**src/rtl/cpu_types_pkg.sv**
```systemverilog
package cpu_types_pkg;

    // a data word or a byte address
    typedef logic [31:0] u32_t;

    // destination register index
    typedef logic [4:0] reg_idx_t;

endpackage

```
**src/rtl/mem_access_pkg.sv**
```systemverilog
package mem_access_pkg;

    typedef logic [1:0] access_size_t;  // width of a load or store
    typedef logic [1:0] byte_off_t;     // low address bits inside a word
    typedef logic [3:0] byte_mask_t;    // one enable per byte lane
    typedef logic [3:0] excp_code_t;

    localparam access_size_t SIZE_BYTE = 2'd0;
    localparam access_size_t SIZE_HALF = 2'd1;
    localparam access_size_t SIZE_WORD = 2'd2;

    localparam excp_code_t EXCP_NONE           = 4'd0;
    localparam excp_code_t EXCP_LOAD_MISALIGN  = 4'd4;
    localparam excp_code_t EXCP_STORE_MISALIGN = 4'd6;

    // cycles the data memory needs beyond the accepting edge
    localparam int DEFAULT_WAIT_STATES = 2;

endpackage

```
**src/rtl/memory2_stage.sv**
```systemverilog
`timescale 1ns/1ps

module memory2_stage
    import cpu_types_pkg::*, mem_access_pkg::*;
(
    input  logic         clk,
    input  logic         rst_n,
    input  logic         stall,
    input  logic         flush,

    input  logic         m1_bubble,
    input  logic         m1_is_mem,
    input  logic         m1_is_load,
    input  logic         m1_is_signed,
    input  logic         m1_wr_rd,
    input  logic         m1_wr_pc_plus4,
    input  access_size_t m1_size,
    input  byte_off_t    m1_byte_off,
    input  u32_t         m1_pc,
    input  u32_t         m1_ex_out,
    input  reg_idx_t     m1_rd,
    input  excp_code_t   m1_excp_code,

    input  u32_t         rdata,
    input  logic         mem_ready,

    output logic         dcache_stall,

    output logic         fwd_valid,
    output reg_idx_t     fwd_idx,
    output u32_t         fwd_data,

    output logic         wb_valid,
    output logic         wb_we,
    output u32_t         wb_pc,
    output u32_t         wb_data,
    output reg_idx_t     wb_rd,
    output excp_code_t   wb_excp_code
);

    logic         bubble_r;
    logic         is_mem_r;
    logic         is_load_r;
    logic         is_signed_r;
    logic         wr_rd_r;
    logic         wr_pc_plus4_r;
    access_size_t size_r;
    byte_off_t    byte_off_r;
    u32_t         ex_out_r;
    logic [7:0]   mem_byte;
    logic [15:0]  mem_half;
    u32_t         mem_out;
    u32_t         result;
    logic         no_excp;

    always_ff @(posedge clk) begin
        if (!rst_n || flush) begin
            bubble_r <= 1'b1;
        end else if (!stall) begin
            bubble_r <= m1_bubble;
        end
    end

    always_ff @(posedge clk) begin
        if (!stall) begin
            is_mem_r      <= m1_is_mem;
            is_load_r     <= m1_is_load;
            is_signed_r   <= m1_is_signed;
            wr_rd_r       <= m1_wr_rd;
            wr_pc_plus4_r <= m1_wr_pc_plus4;
            size_r        <= m1_size;
            byte_off_r    <= m1_byte_off;
            ex_out_r      <= m1_ex_out;
            wb_pc         <= m1_pc;
            wb_rd         <= m1_rd;
            wb_excp_code  <= m1_excp_code;
        end
    end

    assign no_excp = wb_excp_code == EXCP_NONE;

    assign mem_byte = rdata[8*byte_off_r +: 8];
    assign mem_half = byte_off_r[1] ? rdata[31:16] : rdata[15:0];

    always_comb begin
        unique case (size_r)
            SIZE_BYTE: mem_out = is_signed_r ? {{24{mem_byte[7]}}, mem_byte} : {24'b0, mem_byte};
            SIZE_HALF: mem_out = is_signed_r ? {{16{mem_half[15]}}, mem_half} : {16'b0, mem_half};
            default:   mem_out = rdata;
        endcase
    end

    always_comb begin
        if (wr_pc_plus4_r)
            result = wb_pc + 32'd4;
        else if (is_load_r)
            result = mem_out;
        else
            result = ex_out_r;
    end

    // a misaligned access never reached the memory, so it has nothing to wait for
    assign dcache_stall = !bubble_r && is_mem_r && no_excp && !mem_ready;

    // load data is only forwarded once the memory has returned it
    assign fwd_valid = !bubble_r && wr_rd_r && no_excp && (!is_load_r || mem_ready);
    assign fwd_idx   = wb_rd;
    assign fwd_data  = result;

    assign wb_valid = !bubble_r && !stall && !flush;
    assign wb_we    = wr_rd_r && no_excp;
    assign wb_data  = result;

endmodule

```
**config.mk**
```make
export PLATFORM = sky130hd
export DESIGN_NAME = memory2_stage
export DESIGN_NICKNAME = d
export VERILOG_FILES = /design/src/rtl/cpu_types_pkg.sv /design/src/rtl/mem_access_pkg.sv /design/src/rtl/memory2_stage.sv
export SDC_FILE = /design/constraint.sdc
export NUM_CORES = 1
export LEC_CHECK = 0
export BUFFER_PORTS_ARGS = -buffer_cell sky130_fd_sc_hd__buf_2
export CELL_PAD_IN_SITES_DETAIL_PLACEMENT = 2
export CELL_PAD_IN_SITES_GLOBAL_PLACEMENT = 2
export CORE_MARGIN = 3
export CORE_UTILIZATION = 25
export DETAILED_ROUTE_END_ITERATION = 8
export PLACE_DENSITY = 0.79
export SYNTH_ARGS = -nofsm -noshare
export SYNTH_HDL_FRONTEND = slang
export SYNTH_SLANG_ARGS = --single-unit
```
**constraint.sdc**
```tcl
create_clock -name clk -period 2 [get_ports clk]
set_clock_uncertainty 0.1 [all_clocks]
set_input_delay 0 -clock clk [delete_from_list [all_inputs] [get_ports clk]]
set_output_delay 0 -clock clk [all_outputs]
set_load 0.02 [all_outputs]
```
==> impl_metrics.env, run 1 <==
export IMPL_ys_async_sr_fraction_pct=0
export IMPL_powerDensity_nw_per_um2=727
export IMPL_cts_htree_levels=3
export IMPL_final_nets=888
export IMPL_violations="negative setup slack"
export IMPL_yosys_most_used_dff="edfxtp_1"
export IMPL_cts_buffers=9
export IMPL_reg2reg_depth=3
export IMPL_synth_enable_flop_cells=82
export IMPL_grtUsageTotal_pct=24.5
export IMPL_synth_avg_cell_area_um2=11.4
export IMPL_path_delay_family="simple AND/OR/NAND/NOR gates"
export IMPL_dp_hpwl_um=15800
export IMPL_seq_area_frac_synth_pct=53.2
export IMPL_placementRows=49
export IMPL_cts_tree="built"
export IMPL_post_synth_top_area_cell="edfxtp_1"
export IMPL_fin_ws_ns=-0.615
export IMPL_synth_cell_types=57
export IMPL_start_util_pct=25.7
export IMPL_syn_inst=408
export IMPL_area_delta_synth_final_pct=93.4
export IMPL_power_w=0.00656
export IMPL_ios=234
export IMPL_cpMaxStageDelayCell="or4_4"
export IMPL_core_area_um2=18100
export IMPL_hold_path_class="in2out"
export IMPL_p_leak_nw=3.76
export IMPL_vias=5017
export IMPL_crit_path_end_kind="output pin"
export IMPL_max_freq_mhz=382
export IMPL_place_port_buffers=233
export IMPL_die_area_um2=20300
export IMPL_crit_type="reg2out"
export IMPL_yosysMostFrequentCell="edfxtp_1"
export IMPL_post_route_util_pct=49.8
export IMPL_clock_path_buffers=2
export IMPL_drtIter0Drc=297
export IMPL_dp_cells=870
export IMPL_wl_per_cell_um=27.4
export IMPL_finalNonFillerCells=1004
export IMPL_fp_dieW_um=143
export IMPL_fillers=1756
export IMPL_wirelength_um=27500
export IMPL_finalHoldViolCount=0
export IMPL_layout_drive_gt1_share_pct=59.6
export IMPL_crit_required_ns=1.90
export IMPL_setup_worst_path_start_class="flop"
export IMPL_fin_crit_sh_pct=131
export IMPL_grt_overflow_total=0
export IMPL_drt_pass1_iterations=4
export IMPL_crit_chain="nand4_2 -> or4_4 -> buf_12 -> nor3_4 -> nand4_1 -> o311ai_4 -> buf_6"
export IMPL_synth_common_cells="82 x edfxtp_1, 40 x buf_4, 39 x nand2_1, 23 x a21oi_1"
export IMPL_yosys_top_cells_area="edfxtp_1 53%, buf_4 6.4%, xnor2_1 3.2%"
export IMPL_ys_warn_count=0
export IMPL_die_h_um=143
export IMPL_cap_violations=0
export IMPL_hold_depth=3
export IMPL_netlist_area_um2=4670
export IMPL_layout_min_cycle_time_ns=2.62
export IMPL_gp_congestion=0.908
export IMPL_arrival_ns=2.52
export IMPL_max_slew_worst_pin_slew_ns=0.513
export IMPL_route_detailed_drc=0
export IMPL_ys_ff_latch=83
export IMPL_setup_viol=64
export IMPL_vias_per_cell=5.00
export IMPL_outcome="complete, but fails checks"
export IMPL_cp_depth=7
export IMPL_final_max_slew_violation_count=0
export IMPL_multi_input_area_um2=2640
export IMPL_path_clk_slew_ns=0.07
export IMPL_antenna_left=0
export IMPL_path_buf_inv=2
export IMPL_crit_fanout=3
export IMPL_worst_path_largest_cell_delay_ns=0.60
export IMPL_grt_pass1_wl_um=37200
export IMPL_peakVddDrop_mv=0.546
export IMPL_hold_slack_ns=0.216
export IMPL_synth_top_area_share_pct=52.7
export IMPL_synth_nets=529
export IMPL_grt_max_degree=83
export IMPL_grt_pass1_vias=5693
export IMPL_rsz0062_at_grt="yes"
export IMPL_antenna_found_initial=1
export IMPL_seq_area_um2=2480
export IMPL_place_area_um2=6330
export IMPL_insertion_delay_ns=0.36
export IMPL_final_area_um2=9030
export IMPL_relSlewSlack_pct=65.8
export IMPL_clock_sinks=83
export IMPL_cts_root_buf="clkbuf_16"
[sequential cells by signal, summed over array words and instances, names as in the netlist]
register       flops
ex_out_r          32
byte_off_r         2
is_signed_r        1
wr_rd_r            1
wb_excp_code       4
is_load_r          1
wb_pc             32
fwd_idx            5
size_r             2
is_mem_r           1
wr_pc_plus4_r      1
bubble_r           1
[per-layer routing]
layer	up-vias	track usage, %	wire length, µm
met4	0	8.30	703
met1	2552	29.7	11000
li1	2245	-	-
met5	-	0	0
met3	39	4.42	1320
met2	181	43.8	14500
[power by group]
part | internal [W] | switching, W | total [W]
Clock | 0.00124 | 0.000860 | 0.00210
Combinational | 0.00102 | 0.00129 | 0.00230
Sequential | 0.00207 | 0.0000927 | 0.00216
[kinds of logic after synthesis]
| group | Yosys count | synth area share [%] |
|---|---|---|
| buffers and inverters | 70 | 10.0 |
| flip-flops | 83 | 53.2 |
| multiplexers | 12 | 2.92 |
| AND/OR/NAND/NOR | 117 | 14.9 |
| XOR/XNOR | 23 | 4.32 |
| adder cells (fa/ha/maj) | 1 | 0.268 |
| AO/OA/AOI/OAI | 102 | 14.4 |
[cell usage in the layout, fill, tap and decap left out, types with 9 or more instances in the layout]
cell           synthesis  routed
a21oi_1               23      15
buf_2                  2     172
buf_4                 40      67
buf_6                  1      72
clkbuf_16              0       9
dlygate4sd3_1          0      84
edfxtp_1              82      82
nand2_1               39      32
nor3_4                 1      11
o21ai_0               17      16
o22ai_2                0      11
xnor2_2                0      10
[path summary, 6_finish.rpt]
| check | from | end | slack, ns |
|---|---|---|---|
| setup / recovery | wb_pc[9] | fwd_data[30] | -0.62 |
| hold reg to reg | bubble_r | bubble_r | 1.06 |
| hold / removal | flush | wb_valid | 0.22 |
| setup reg to reg | bubble_r | bubble_r | 0.62 |
[repair_timing]
action	4_1_cts	5_1_grt
hold buffers	84	0
pin swaps	56	46
gates cloned	2	0
buffers inserted	22	12
resized for setup	196	83
setup endpoints to repair	64	64
hold endpoints to repair	83	0
[final cells by class]
type / instances / share of cell area, %
antenna: 3 / 0.0831
clock buffer: 9 / 2.49
clock inverter: 7 / 1.39
inverter: 11 / 0.499
multi-input combinational: 256 / 29.2
sequential: 83 / 27.5
tap: 229 / 3.17
timing repair buffer: 406 / 35.7
[worst register-to-register path, cell delays in order (launching register included)]
cell	delay, ns
dfxtp_1	0.34
mux2i_1	0.16
nand3b_1	0.10
dlygate4sd3_1	0.57
[per-stage QoR]
stage	TNS [ns]	worst slack, ns
after floorplan	-4.31	-0.400
after global placement	-2.80	-0.168
after detailed placement	-4.43	-0.262
after CTS	-21.73	-0.557
after global routing	-32.98	-0.686
final	-27.76	-0.615
No activity file was read; power rests on OpenSTA's default activity.
==> inputs of run 2 (changes only) <==
ABC_AREA = 1   (was default)
CORE_UTILIZATION = 23   (was 25)
PLACE_DENSITY = 0.78   (was 0.79)
==> impl_metrics.env, run 2 <==
export IMPL_dr_wl_met3_um=1220
export IMPL_synth_top_area_share_pct=49.1
export IMPL_vias=5922
export IMPL_insertion_delay_ns=0.36
export IMPL_start_util_pct=23.6
export IMPL_clock_sinks=83
export IMPL_rsz0062_at_grt="yes"
export IMPL_final_max_slew_violation_count=0
export IMPL_max_freq_mhz=441
export IMPL_gp_congestion=0.822
export IMPL_synth_enable_flop_cells=82
export IMPL_place_port_buffers=233
export IMPL_wl_met1_um=11400
export IMPL_final_nets=1114
export IMPL_core_area_um2=21200
export IMPL_grt_pass1_vias=6489
export IMPL_cpMostUsedCell="nand2_1"
export IMPL_yosys_most_used_dff="edfxtp_1"
export IMPL_final_common_cell="nand2_1"
export IMPL_cts_buffers=9
export IMPL_layout_min_cycle_time_ns=2.27
export IMPL_drt_pass1_iterations=4
export IMPL_grt_overflow_total=0
export IMPL_ios=234
export IMPL_max_slew_worst_pin_slew_ns=0.419
export IMPL_topRoutingLayerUsed="met5"
export IMPL_relSlewSlack_pct=71.9
export IMPL_cap_violations=0
export IMPL_powerDensity_nw_per_um2=700
export IMPL_wirelength_um=28000
export IMPL_vias_per_cell=4.65
export IMPL_reg2reg_depth=3
export IMPL_fin_crit_sh_pct=113
export IMPL_dp_hpwl_um=17200
export IMPL_cpMaxStageDelayCell="edfxtp_1"
export IMPL_antennaDiodeCount=0
export IMPL_die_h_um=154
export IMPL_synth_avg_cell_area_um2=7.95
export IMPL_netlist_area_um2=5020
export IMPL_synth_common_cells="212 x nand2_1, 92 x nor2_1, 82 x edfxtp_1, 53 x a21oi_1, 38 x buf_4"
export IMPL_post_route_util_pct=42.0
export IMPL_cp_depth=10
export IMPL_post_synth_top_area_cell="edfxtp_1"
export IMPL_crit_chain="inv_2 -> buf_4 -> nand2_1 -> inv_1 -> nand3_4 -> buf_8 -> nand3_1 -> nand2_1 -> nand2_2 -> buf_6"
export IMPL_cts_tree="built"
export IMPL_seq_area_frac_synth_pct=49.5
export IMPL_synth_cell_types=28
export IMPL_crit_type="reg2out"
export IMPL_area_delta_synth_final_pct=77.6
export IMPL_ys_warn_count=0
export IMPL_crit_required_ns=1.90
export IMPL_fp_dieW_um=154
export IMPL_antenna_found_initial=1
export IMPL_crit_start="size_r[1]"
export IMPL_placementRows=53
export IMPL_p_leak_nw=4.00
export IMPL_path_delay_family="buffers and inverters"
export IMPL_syn_inst=631
export IMPL_peakVddDrop_mv=0.338
export IMPL_violations="negative setup slack"
export IMPL_worst_path_largest_cell_delay_ns=0.46
export IMPL_path_clk_slew_ns=0.09
export IMPL_cp_endpoint="fwd_data[30]"
export IMPL_setup_worst_path_start_class="flop"
export IMPL_synth_nets=752
export IMPL_seq_area_um2=2480
export IMPL_crit_path_end_kind="output pin"
export IMPL_ys_ff_latch=83
export IMPL_multi_input_area_um2=2570
export IMPL_routed_wl_met2_um=14600
export IMPL_antenna_left=0
export IMPL_route_detailed_drc=0
export IMPL_ys_async_sr_fraction_pct=0
export IMPL_layout_drive_gt1_share_pct=45.8
export IMPL_arrival_ns=2.17
export IMPL_cts_htree_levels=3
export IMPL_yosys_top_cells_area="edfxtp_1 49%, nand2_1 16%, nor2_1 6.9%"
export IMPL_r2r_start="bubble_r"
export IMPL_reg2reg_setup_slack_ns=0.66
export IMPL_finalHoldViolCount=0
export IMPL_drtIter0Drc=231
export IMPL_grt_pass1_wl_um=38800
export IMPL_grt_max_degree=65
export IMPL_setup_viol=64
export IMPL_power_w=0.00624
export IMPL_wl_per_cell_um=22.0
export IMPL_clock_path_buffers=2
export IMPL_fin_ws_ns=-0.267
export IMPL_layout_common_cells="176 x nand2_1, 169 x buf_2, 114 x buf_4"
export IMPL_path_buf_inv=5
export IMPL_yosysMostFrequentCell="nand2_1"
export IMPL_crit_fanout=7
export IMPL_outcome="complete, but fails checks"
export IMPL_fillers=2332
export IMPL_reg2reg_to="bubble_r"
export IMPL_grtUsageTotal_pct=21.2
export IMPL_hold_path_class="in2reg"
export IMPL_die_area_um2=23600
export IMPL_cts_root_buf="clkbuf_16"
==> run 2: cell types whose count changed in the layout (fill, tap and decap cells not counted), moves of 8 or more <==
cell / change
nand3_1: +15
nand3b_1: +10
o22ai_2: -11
nor2_1: +60
nor3_4: -10
xnor2_2: -9
buf_4: +47
buf_6: -37
inv_1: +14
a21oi_1: +29
nor2_2: +17
nand2_2: +29
mux2i_1: -8
nand2_1: +144
==> run 2: kinds of logic after synthesis <==
kind of cell,count (synthesis),share of synthesized area (%)
xor gates and xnor gates,6,1.05
adders and majority gates,1,0.249
DFF,83,49.5
buffers and inverters,89,9.80
and+or+nand+nor,363,30.3
AOI/OAI and AO/OA,89,9.08
==> run 2: worst min path at each step <==
stage                    from        end  slack, ns  cells after the start
detailed placement  m1_pc[14]  wb_pc[14]       0.08                      1
finish                  stall   wb_pc[0]       0.07                      2
floorplan               stall   wb_valid      -0.02                      1
global route            stall   wb_pc[0]       0.07                      2
CTS                     stall   wb_pc[0]       0.05                      2
global placement     m1_pc[3]   wb_pc[3]       0.08                      1
==> run 2: metrics by stage <==
step / instances / setup slack (ns) / TNS, ns / instance area [µm²] / hold WS, ns
final: 1273 / -0.267 / -10.47 / 8910 / 0.0750
after global routing: 1273 / -0.358 / -16.55 / 8910 / 0.0741
after CTS: 1250 / -0.176 / -7.38 / 8250 / 0.0454
after detailed placement: 1104 / -0.0222 / -0.0429 / 6360 / 0.0787
after global placement: 1104 / -0.0333 / -0.0658 / 6360 / 0.0764
after floorplan: 631 / 0.00343 / 0 / 5020 / -0.0205
==> run 2: cell type report <==
cell class	instances	area share (%)
clock buffer	9	2.53
clock inverter	7	1.04
inverter	30	1.32
multi-input combinational	460	28.9
sequential	83	27.9
tap	275	3.86
timing repair buffer	409	34.5
==> run 2: routing by layer <==
layer / GRT usage, % / up-vias
li1: - / 2775
met1: 26.1 / 2925
met2: 38.0 / 169
met3: 3.80 / 51
met4: 5.89 / 2
met5: 0 / -
==> run 2: power breakdown <==
group          internal, W  leakage [nW]  switching [W]  total, W
Sequential         0.00207         0.811       0.000110   0.00218
Combinational     0.000926          3.04        0.00128   0.00221
Clock              0.00101         0.156       0.000842   0.00185
Total              0.00400          4.00        0.00223   0.00624
==> run 2: timing repair <==
item / 4_1_cts / 5_1_grt
resized for setup: 134 / 122
buffers inserted: 44 / 21
hold buffers: 84 / 0
hold endpoints to repair: 83 / 0
pin swaps: 27 / 29
gates cloned: 2 / 2
setup endpoints to repair: 64 / 64
