## src/rtl/cpu_types_pkg.sv

```systemverilog
package cpu_types_pkg;

    // a data word or a byte address
    typedef logic [31:0] u32_t;

    // destination register index
    typedef logic [4:0] reg_idx_t;

endpackage

```

## src/rtl/mem_access_pkg.sv

```systemverilog
package mem_access_pkg;

    typedef logic [1:0] access_size_t;  // width of a load or store
    typedef logic [1:0] byte_off_t;     // low address bits inside a word
    typedef logic [3:0] byte_mask_t;    // one enable per byte lane
    typedef logic [3:0] excp_code_t;

    localparam access_size_t SIZE_BYTE = 2'd0;
    localparam access_size_t SIZE_HALF = 2'd1;
    localparam access_size_t SIZE_WORD = 2'd2;

    localparam excp_code_t EXCP_NONE           = 4'd0;
    localparam excp_code_t EXCP_LOAD_MISALIGN  = 4'd4;
    localparam excp_code_t EXCP_STORE_MISALIGN = 4'd6;

    // cycles the data memory needs beyond the accepting edge
    localparam int DEFAULT_WAIT_STATES = 2;

endpackage

```

## src/rtl/memory1_stage.sv

```systemverilog
`timescale 1ns/1ps

module memory1_stage
    import cpu_types_pkg::*, mem_access_pkg::*;
(
    input  logic         clk,
    input  logic         rst_n,
    input  logic         stall,
    input  logic         flush,

    input  logic         in_bubble,
    input  u32_t         in_pc,
    input  u32_t         in_ex_out,
    input  u32_t         in_store_data,
    input  logic         in_is_load,
    input  logic         in_is_store,
    input  access_size_t in_size,
    input  logic         in_is_signed,
    input  logic         in_wr_rd,
    input  logic         in_wr_pc_plus4,
    input  reg_idx_t     in_rd,

    output logic         req_valid,
    output logic         req_write,
    output u32_t         req_addr,
    output u32_t         req_wdata,
    output byte_mask_t   req_mask,

    output logic         m1_bubble,
    output logic         m1_is_mem,
    output logic         m1_is_load,
    output logic         m1_is_signed,
    output logic         m1_wr_rd,
    output logic         m1_wr_pc_plus4,
    output access_size_t m1_size,
    output byte_off_t    m1_byte_off,
    output u32_t         m1_pc,
    output u32_t         m1_ex_out,
    output reg_idx_t     m1_rd,
    output excp_code_t   m1_excp_code
);

    u32_t store_data_r;
    logic is_store_r;
    logic misaligned;

    always_ff @(posedge clk) begin
        if (!rst_n || flush) begin
            m1_bubble <= 1'b1;  // squashed slot becomes a bubble even under stall
        end else if (!stall) begin
            m1_bubble <= in_bubble;
        end
    end

    always_ff @(posedge clk) begin
        if (!stall) begin
            m1_pc          <= in_pc;
            m1_ex_out      <= in_ex_out;
            store_data_r   <= in_store_data;
            m1_is_load     <= in_is_load;
            is_store_r     <= in_is_store;
            m1_size        <= in_size;
            m1_is_signed   <= in_is_signed;
            m1_wr_rd       <= in_wr_rd;
            m1_wr_pc_plus4 <= in_wr_pc_plus4;
            m1_rd          <= in_rd;
        end
    end

    assign m1_is_mem   = m1_is_load | is_store_r;
    assign m1_byte_off = m1_ex_out[1:0];

    always_comb begin
        unique case (m1_size)
            SIZE_BYTE: misaligned = 1'b0;
            SIZE_HALF: misaligned = m1_byte_off[0];
            default:   misaligned = m1_byte_off != 2'b00;
        endcase
    end

    always_comb begin
        if (m1_is_mem && misaligned)
            m1_excp_code = m1_is_load ? EXCP_LOAD_MISALIGN : EXCP_STORE_MISALIGN;
        else
            m1_excp_code = EXCP_NONE;
    end

    // a flushed slot must not reach the memory on this edge
    assign req_valid = !m1_bubble && m1_is_mem && !misaligned && !flush;
    assign req_write = is_store_r;
    assign req_addr  = m1_ex_out;

    always_comb begin
        unique case (m1_size)
            SIZE_BYTE: begin
                req_wdata = {4{store_data_r[7:0]}};
                req_mask  = byte_mask_t'(4'b0001 << m1_byte_off);
            end
            SIZE_HALF: begin
                req_wdata = {2{store_data_r[15:0]}};
                req_mask  = byte_mask_t'(4'b0011 << m1_byte_off);
            end
            default: begin
                req_wdata = store_data_r;
                req_mask  = 4'b1111;
            end
        endcase
    end

endmodule

```

## config.mk

```make
export PLATFORM = sky130hd
export DESIGN_NAME = memory1_stage
export DESIGN_NICKNAME = d
export VERILOG_FILES = /design/src/rtl/cpu_types_pkg.sv /design/src/rtl/mem_access_pkg.sv /design/src/rtl/memory1_stage.sv
export SDC_FILE = /design/constraint.sdc
export NUM_CORES = 1
export LEC_CHECK = 0
export BUFFER_PORTS_ARGS = -buffer_cell sky130_fd_sc_hd__buf_2
export CORE_MARGIN = 2
export CORE_UTILIZATION = 38
export CTS_CLUSTER_DIAMETER = 30
export DETAILED_ROUTE_END_ITERATION = 10
export GPL_ROUTABILITY_DRIVEN = 0
export HOLD_SLACK_MARGIN = 0.06
export PLACE_DENSITY_LB_ADDON = 0.1
export SYNTH_ARGS = -nofsm -noshare
export SYNTH_HDL_FRONTEND = slang
export SYNTH_SLANG_ARGS = --single-unit
```

## constraint.sdc

```tcl
create_clock -name clk -period 3 [get_ports clk]
set_input_delay 0.45 -clock clk [delete_from_list [all_inputs] [get_ports clk]]
set_output_delay 0.45 -clock clk [all_outputs]
set_load 0.005 [all_outputs]
```

==> results of run 1 <==
## area by class of cell
cell class	count	area (µm²)
Clock buffer	9	124
Antenna cell	1	2.50
Clock inverter	7	66.3
Timing Repair Buffer	266	1350
Sequential cell	109	3260
Inverter	2	10.0
Multi-Input combinational cell	60	449
Tap cell	136	170
Fill cell	968	4930
## cells in the mapped netlist
master,n,share of area [%]
edfxtp_1,108,79
buf_4,44,8.1
mux2_2,16,4.4
nand2_1,10,0.92
mux2i_1,9,2.2
o21ai_1,8,0.98
o21ai_0,4,0.49
buf_6,3,0.83
inv_1,2,0.18
nand2b_1,2,0.31
nor2_1,2,0.18
a21boi_0,1,0.18
a21oi_1,1,0.12
and4_1,1,0.21
buf_2,1,0.12
conb_1,1,0.092
dfxtp_1,1,0.49
nand3b_1,1,0.18
nor2_4,1,0.28
o211ai_1,1,0.18
or2_2,1,0.15
## sequential cells by signal (all words and copies together) (netlist names)
register	cells
m1_wr_pc_plus4	1
m1_wr_rd	1
m1_size	2
m1_is_load	1
req_write	1
m1_is_signed	1
store_data_r	32
m1_pc	32
m1_ex_out	32
m1_bubble	1
m1_rd	5
## per-layer routing
layer	up-vias	routed length (µm)	track usage, %
met5	-	13	0
met4	2	189	7.05
met3	15	1220	7.63
met2	150	4790	26.0
met1	1199	3160	16.3
li1	1220	-	-
## path summary, 6_finish.rpt
kind,cells after the start,start,end
max reg2reg,2,m1_bubble,m1_bubble
min reg2reg,2,m1_bubble,m1_bubble
max,3,m1_size[0],req_wdata[15]
min,1,in_pc[24],m1_pc[24]
## cell usage in the layout, fill, tap and decap left out
| cell type | instances |
|---|---|
| and4_1 | 1 |
| clkinv_1 | 1 |
| nand2b_1 | 2 |
| bufinv_16 | 1 |
| buf_12 | 1 |
| or2_2 | 1 |
| clkinvlp_4 | 3 |
| clkinv_2 | 2 |
| dfxtp_1 | 1 |
| clkbuf_8 | 9 |
| nor2_4 | 1 |
| nor2_1 | 2 |
| buf_4 | 2 |
| inv_1 | 1 |
| nand2_1 | 10 |
| inv_4 | 1 |
| conb_1 | 2 |
| o21ai_1 | 8 |
| mux2_2 | 16 |
| a21oi_1 | 1 |
| o211ai_1 | 1 |
| o21ai_0 | 4 |
| buf_2 | 263 |
| mux2i_1 | 9 |
| edfxtp_1 | 108 |
| diode_2 | 1 |
| nand3b_1 | 1 |
| a21boi_0 | 1 |
## critical path, stage by stage (launching register included)
cell      delay, ns
edfxtp_1       0.68
nor2_4         0.36
mux2_2         0.38
buf_2          0.13
## kinds of logic after synthesis
| family | count (synthesis) |
|---|---|
| DFF | 109 |
| buffers and inverters | 50 |
| muxes | 25 |
| and+or+nand+nor | 18 |
| other | 1 |
| AOI/OAI and AO/OA | 15 |
## power by group through the flow
stage          clock (µW)  sequential [µW]  combinational [µW]
6_report              857             1860                 375
5_1_grt               950             1880                 416
4_1_cts               901             1870                 384
3_5_place_dp            0             1900                 383
3_3_place_gp            0             1900                 382
2_1_floorplan           0             1900                 176
## metrics by stage
step / util (%) / hold slack [ns] / setup WS [ns] / cells / total power (µW)
global placement: 50.6 / 0.496 / 1.03 / 573 / 2280
floorplan: - / 0.510 / 0.00160 / 219 / 2080
detailed placement: 50.6 / 0.528 / 1.02 / 573 / 2280
global route: 52.4 / 0.230 / 0.532 / 589 / 3250
finish: 52.4 / 0.260 / 0.653 / 590 / 3100
CTS: 52.4 / 0.233 / 0.597 / 589 / 3150
==> metrics.txt, run 1 <==
outcome completed; Design Area, Final 5440 µm²; post-cts resize count 0; initial antenna violation count 2; die span in y 108 µm; clk_lat worst skew 0.35 ns; P_leak 0.00240 µW; Syn Inst Count 218; post-synthesis xor/xnor area fraction 0%; global route total overflow 0; vias in the first global route 2555; power share of the sequential group 60.2%; area of the mapped netlist 4090 µm²; Setup Skew 0 ns; Worst VDD drop 0.312 mV; Tot GR Track Use 15.5%; routed vias 2586; max-cap violation count 0; Simple-Gate Fraction of Synth Area 2.24%; Psw 703 µW; Avg Inst Size Synth 18.7 µm²; port bufs 263; boundary pin count 266; synth unique cells 21; clock power share 27.7%; Worst setup SP type flop; Final min period 2.35 ns; Synth Area in Compound Gates 1.96%; CTS sink count 109; cell internal pwr 2390 µW; normalized max-slew margin 56.0%; layout cell share with drive strength beyond 1 66.2%; sequential area share after synthesis 79.9%; Final Hold Fails 0; Worst Path Required 2.55 ns; Crit. End Element output port; unrepaired setup endpoints after global routing false; Routed Antenna Nets 0; Hold/Removal Path Class primary input to flop; CTS buffer count 9; Nets 561; core area 10400 µm²; fmax 0.426 GHz; CTS tree done; Setup Total Neg Slack 0 ns; Avg WL per Cell 15.9 µm; Worst Tran Pin Value 0.660 ns; CTS root buffer clkbuf_8; largest net degree at the start of global routing 56; total die area 11600 µm²; CTS Buffer Depth 2; TritonRoute pass-1 iters 4; Logic pwr share 12.1%; Post-CTS Setup Bufs 0; PD cells 570 nW/µm²; switching share of power 22.7%; post-synthesis mux area share 6.62%; Crit Path Max Fanout 13; Final Slew Violations 0; vias per inst 4.38; main combinational cell family by area after synthesis buffers and inverters; Data arrival, critical path 1.90 ns; global-route wire length before repair 13200 µm; yosys warns 0; critical path class flop to output port; htree depth 3; Routed WL 9370 µm; dpl hpwl 7170 µm; DRC errors left 0; dpl cell area 5240 µm²; FP Rows 37; # setup viols final 0; Initial Util 39.4%; Hold-fix buffers, CTS 0; Area Growth Syn to Fin 33.1%; Tcrit/Tclk final 78.2%; Die X 108 µm; adder-cell area share of the yosys netlist 0%; CTS clock-pin slew for the worst setup and hold paths 0.10 ns; Yosys reg bits 109; Worst R2R Setup Slack 2.34 ns; 1st-iter DRT viols 110
Power figures use the tool's default switching activity.
==> run 2, diff against run 1 <==
--- a/config.mk
+++ b/config.mk
@@ -5,9 +5,10 @@
 export SDC_FILE = /design/constraint.sdc
 export NUM_CORES = 1
 export LEC_CHECK = 0
+export ABC_AREA = 1
 export BUFFER_PORTS_ARGS = -buffer_cell sky130_fd_sc_hd__buf_2
 export CORE_MARGIN = 2
-export CORE_UTILIZATION = 38
+export CORE_UTILIZATION = 42
 export CTS_CLUSTER_DIAMETER = 30
 export DETAILED_ROUTE_END_ITERATION = 10
 export GPL_ROUTABILITY_DRIVEN = 0
==> constraint.sdc (replaced) <==
create_clock -name clk -period 2.2 [get_ports clk]
set_input_delay 0.33 -clock clk [delete_from_list [all_inputs] [get_ports clk]]
set_output_delay 0.33 -clock clk [all_outputs]
set_load 0.005 [all_outputs]
==> run 2 against run 1 <==
Against the previous run: worst setup slack worse by 0.42 ns; total power up 35%; sequential power up 37%; sequential share of layout area down 0.26 points; critical path type unchanged; largest power group unchanged.
==> metrics.txt, run 2 <==
outcome completed; dpl hpwl 7250 µm (+1.2%); Crit. End Element output port; Routed Antenna Nets 0 (unchanged); boundary pin count 266 (unchanged); count leader, synth edfxtp_1; CTS buffer count 9 (unchanged); Worst Path Required 1.87 ns (-0.68 ns); power share of the sequential group 60.9% (+0.7 points); hold slack final 0.138 ns (-0.122 ns); P_leak 0.00249 µW (+3.7%); Final Slew Violations 0 (unchanged); top post-synthesis cells by area edfxtp_1, buf_4, nand2_1, o21ai_1, o211ai_1; cell taking the most area after synthesis edfxtp_1; Commonest cells post-synth edfxtp_1, buf_4, nand2_1, inv_1, o21ai_1; Design Area, Final 5460 µm² (+0.44%); 1st-iter DRT viols 82 (-25%); Area Growth Syn to Fin 33.6%; Hold-fix buffers, CTS 0 (unchanged); n_diodes 0 (-1); CTS root buffer clkbuf_8; sequential standard cell area 3260 µm² (unchanged); dpl cell area 5250 µm² (+0.17%); Worst setup SP type flop; core area 9590 µm² (-7.5%); htree depth 3 (unchanged); Die X 103 µm (-4.7%); layout cell share with drive strength beyond 1 61.2% (-5.1 points); total die area 10500 µm² (-9.2%); Final Hold Fails 0 (unchanged); sequential area share after synthesis 79.9% (about the same); port bufs 263 (unchanged); global route total overflow 0 (unchanged); largest net degree at the start of global routing 50 (-11%); clk_lat worst skew 0.35 ns (about the same); fmax 0.510 GHz; commonest non-fill, non-tap cells in the layout buf_2, edfxtp_1, nand2_1; vias in the first global route 2566 (+0.43%); Worst VDD drop 0.409 mV (+31%); PD cells 763 nW/µm² (+34%); initial antenna violation count 2 (unchanged); CTS sink count 109 (unchanged); CTS Buffer Depth 2 (unchanged); max-cap violation count 0 (unchanged); Routed WL 9400 µm (+0.30%); clock power share 26.2% (-1.5 points); dpl cells 599 (+4.5%); # setup viols final 0 (unchanged); Worst Tran Pin Value 0.519 ns (-0.141 ns); Primary FF master, synth edfxtp_1; FP Rows 36 (-2.7%); TritonRoute pass-1 iters 4 (unchanged); critical path class flop to output port; Synth top area share 79.4% (about the same); global-route wire length before repair 12800 µm (-2.8%); Logic pwr share 12.9% (+0.8 points); routed vias 2710 (+4.8%); DRC errors left 0 (unchanged); Post-synth EDFFs 108 (unchanged); Data arrival, critical path 1.63 ns (-0.27 ns); Cell Count, Final, Fillers Out 617 (+4.6%); vias per inst 4.39 (+0.21%); Final min period 1.96 ns; CTS tree done; Setup Skew 0 ns (unchanged); synth unique cells 22 (+4.8%); unrepaired setup endpoints after global routing false; Initial Util 42.6% (+3.2 points); most common cell after layout, fill and taps aside buf_2; switching share of power 24.1% (+1.5 points); Yosys reg bits 109 (unchanged); Syn Inst Count 247 (+13%); Crit Path Max Fanout 11 (-2); Avg Inst Size Synth 16.5 µm² (-12%); Nets 593 (+5.7%); Avg WL per Cell 15.2 µm (-4.1%); normalized max-slew margin 65.3% (+9.3 points); Synth async-reset ratio 0% (unchanged); cell internal pwr 3160 µW (+32%); die span in y 103 µm (-4.7%); Tcrit/Tclk final 89.2%; Hold/Removal Path Class primary input to flop; fillers 869 (-10%); yosys warns 0 (unchanged); Tot GR Track Use 16.8% (+1.3 points); area of the mapped netlist 4090 µm² (about the same); area of the multi-input gates 405 µm² (-9.7%); biggest regs m1_ex_out: 32 flops, m1_pc: 32 flops, store_data_r: 32 flops; Psw 1010 µW (+43%); CTS clock-pin slew for the worst setup and hold paths 0.10 ns (about the same)
==> run 2: changes by cell type after synthesis, moves of 2 or more <==
| cell | change |
|---|---|
| nand2b_1 | -2 |
| o211ai_1 | +5 |
| nor2_1 | +2 |
| inv_1 | +9 |
| o21ai_0 | -2 |
| o21ai_2 | +2 |
| mux2i_1 | -9 |
| mux2_2 | -16 |
| nand2_4 | +3 |
| o211ai_2 | +2 |
| nand2_1 | +32 |
==> run 2: metal layers <==
| metal | track usage [%] | part of all wire [%] | vias up |
|---|---|---|---|
| met5 | 0 | 0.29 | - |
| li1 | - | - | 1295 |
| met2 | 28.8 | 51 | 157 |
| met3 | 7.46 | 10 | 13 |
| met1 | 19.0 | 37 | 1241 |
| met4 | 5.23 | 1.3 | 4 |
==> run 2: worst paths after layout <==
path | depth (start not counted) | to | from | slack, ns
max | 5 | req_wdata[25] | m1_size[1] | 0.24
max reg2reg | 2 | m1_bubble | m1_bubble | 1.57
min | 1 | store_data_r[11] | in_store_data[11] | 0.14
min reg2reg | 2 | m1_bubble | m1_bubble | 0.50
==> run 2: stage by stage <==
step	TNS [ns]	total power [µW]	worst slack, ns	util, %
2_1_floorplan	-7.79	2840	-0.0722	-
3_5_place_dp	0	3120	0.375	54.7
3_3_place_gp	0	3110	0.447	54.7
6_report	0	4160	0.237	56.9
5_1_grt	0	4370	0.0788	56.9
4_1_cts	0	4220	0.205	56.9
==> run 2: final cells by class <==
type                    count  share of cell area (%)
repair buffers            269                    25.6
inverters                  12                   0.985
flip-flops and latches    109                    59.8
well taps                 133                    3.05
clock buffers               9                    2.27
clock inverters             6                   0.894
multi-input cells          79                    7.42
==> run 2: critical path, stage by stage (launching register included) <==
cell      delay [ns]
edfxtp_1        0.61
nor2_4          0.22
buf_4           0.19
nand2_4         0.06
o211ai_2        0.06
buf_2           0.14
==> run 2: cell families (layout without fill, tap and decap cells) <==
logic type / after synthesis / count (layout) / synth area share (%)
flip-flops: 109 / 109 / 79.9
buffers and inverters: 60 / 296 / 10.3
AND/OR/NAND/NOR: 54 / 54 / 6.00
AO/OA/AOI/OAI: 23 / 23 / 3.74
other: 1 / 2 / 0.0918
==> run 2: power by group through the flow <==
| stage | clock network [µW] | logic [µW] | registers, µW |
|---|---|---|---|
| 4_1_cts | 1130 | 548 | 2540 |
| 5_1_grt | 1210 | 603 | 2560 |
| 2_1_floorplan | 0 | 241 | 2590 |
| 3_3_place_gp | 0 | 529 | 2580 |
| 6_report | 1090 | 538 | 2540 |
| 3_5_place_dp | 0 | 537 | 2580 |
==> run 2: what timing repair did <==
item / 4_1_cts / 5_1_grt
gates resized for setup: 0 / 0
buffers inserted: 3 / 0
setup endpoints to repair: 4 / 0
==> run 3, diff against run 2 <==
==> constraint.sdc (replaced) <==
create_clock -name clk -period 2.2 [get_ports clk]
set_input_delay 0.33 -clock clk [delete_from_list [all_inputs] [get_ports clk]]
set_output_delay 0.33 -clock clk [all_outputs]
set_load 0.02 [all_outputs]
==> run 3 against run 2 <==
Against the previous run: register-to-register slack about the same; worst setup slack improved by 0.020 ns; total power increased by 9.7%; largest cell class unchanged.
==> metrics.txt, run 3 (synthesis results as in run 2) <==
outcome completed; CTS clock-pin slew for the worst setup and hold paths 0.11 ns (about the same); global route total overflow 0 (unchanged); total die area 10500 µm² (unchanged); core area 9590 µm² (unchanged); GR Layer Usage met2 27.8% (-1.0 points); Data arrival, critical path 1.61 ns (-0.02 ns); global-route wire length before repair 12400 µm (-3.1%); cell internal pwr 3290 µW (+4.0%); reg2reg end m1_bubble; commonest non-fill, non-tap cells in the layout buf_2, edfxtp_1, nand2_1; CTS root buffer clkbuf_8; met1 usage 18.7% (-0.24 points); dpl cells 599 (unchanged); CP Cell Sequence buf_12 > nor2_4 > buf_12 > nand2_1 > o211ai_1 > buf_2; fillers 841 (-3.2%); R2R depth 2 (unchanged); Final Hold Fails 0 (unchanged); CTS sink count 109 (unchanged); Nets 593 (unchanged); fmax 0.515 GHz (+1.0%); area of the multi-input gates 405 µm² (unchanged); Worst setup SP type flop; most common cell after layout, fill and taps aside buf_2; largest net degree at the start of global routing 50 (unchanged); crit-path max cell delay 0.43 ns (-0.18 ns); Area Growth Syn to Fin 34.5%; sequential standard cell area 3260 µm² (unchanged); clk_lat worst skew 0.35 ns (about the same); Worst R2R Setup Slack 1.57 ns (about the same); FP Rows 36 (unchanged); unrepaired setup endpoints after global routing false; port bufs 263 (unchanged); Worst Path Required 1.87 ns (about the same); dpl cell area 5250 µm² (unchanged); Final min period 1.94 ns (-0.0196 ns); met3 GRT Util 7.12% (-0.34 points); worst path bufs/invs 3 (+1); Crit-path slowest cell edfxtp_1; Hold-fix buffers, CTS 0 (unchanged); Crit. End Element output port; vias per inst 4.36 (-0.81%); htree depth 3 (unchanged); Worst Tran Pin Value 0.519 ns (-0.0000716 ns); CTS tree done; Most Crowded Layer GR met2; CP most frequent cell buf_12; max-cap violation count 0 (unchanged); clock power share 26.5% (+0.3 points); CP top delay family buffers and inverters; Setup Skew 0 ns (unchanged); Tot GR Track Use 16.5% (-0.36 points); CTS Buffer Depth 2 (unchanged); PD cells 831 nW/µm² (+9.0%); RR Startpoint m1_bubble; Routed Antenna Nets 0 (unchanged); critical path class flop to output port; vias in the first global route 2416 (-5.8%); Initial Util 42.6% (unchanged); Design Area, Final 5500 µm² (+0.64%); Core Util, Final 57.3% (+0.37 points); Hold EP m1_ex_out[13]; Cell Count, Final, Fillers Out 617 (unchanged); n_diodes 0 (unchanged); boundary pin count 266 (unchanged); P_leak 0.00251 µW (+0.75%); normalized max-slew margin 65.3% (about the same); Die X 103 µm (unchanged); TritonRoute pass-1 iters 4 (unchanged); DRC errors left 0 (unchanged); layout cell share with drive strength beyond 1 61.2% (unchanged); Routed WL 9300 µm (-1.0%); Worst VDD drop 0.416 mV (+1.7%); Psw 1280 µW (+28%); Final Slew Violations 0 (unchanged); # setup viols final 0 (unchanged); die span in y 103 µm (unchanged); Logic pwr share 18.1% (+5.2 points); routed vias 2688 (-0.81%); initial antenna violation count 1 (-1); hold path depth 1 (unchanged); power share of the sequential group 55.4% (-5.5 points); biggest regs m1_ex_out: 32 flops, m1_pc: 32 flops, store_data_r: 32 flops; Tcrit/Tclk final 88.3% (-0.89 points); hold slack final 0.133 ns (-0.00495 ns); CTS buffer count 9 (unchanged); 1st-iter DRT viols 78 (-4.9%); switching share of power 28.1% (+3.9 points); dpl hpwl 7070 µm (-2.5%); Avg WL per Cell 15.1 µm (-1.0%); Hold/Removal Path Class primary input to flop; hold_sp in_ex_out[13]; Crit Path Max Fanout 14 (+3)
-- run 3: final cells by class --
class	instances	share of cell area, %
Clock inverter	6	1.30
Tap cell	133	3.03
Timing Repair Buffer	269	25.7
Inverter	12	0.979
Sequential cell	109	59.4
Multi-Input combinational cell	79	7.38
Clock buffer	9	2.25
-- run 3: worst max path at each step --
stage	slack, ns	end	startpoint	cells after the start
floorplan	-0.07	m1_ex_out[0]	stall	1
global placement	0.39	req_wdata[30]	m1_size[1]	4
detailed placement	0.29	req_wdata[27]	m1_size[1]	4
CTS	0.11	req_wdata[27]	m1_size[1]	4
global route	0.13	req_wdata[31]	m1_size[1]	6
finish	0.26	req_wdata[27]	m1_size[1]	6
-- run 3: routing by layer --
layer	share of wire, %	vias up
li1	-	1295
met1	36	1220
met2	51	160
met3	12	11
met4	1.2	2
met5	0.14	-
-- run 3: repair_timing --
action / CTS / global route
gates resized for setup: 0 / 0
setup endpoints to repair: 15 / 1
setup buffers: 2 / 1
pin swaps: 1 / 0
-- run 3: power by group through the flow --
stage	combinational, µW	sequential [µW]	clock, µW
finish	829	2530	1210
global route	894	2550	1320
CTS	828	2540	1260
detailed placement	820	2580	0
global placement	813	2580	0
floorplan	396	2730	0
-- run 3: metrics by stage --
stage / setup WS, ns / TNS, ns / total power, µW
final: 0.257 / 0 / 4570
after global routing: 0.128 / 0 / 4770
after CTS: 0.112 / 0 / 4620
after detailed placement: 0.290 / 0 / 3400
after global placement: 0.394 / 0 / 3390
after floorplan: -0.0722 / -7.79 / 3120
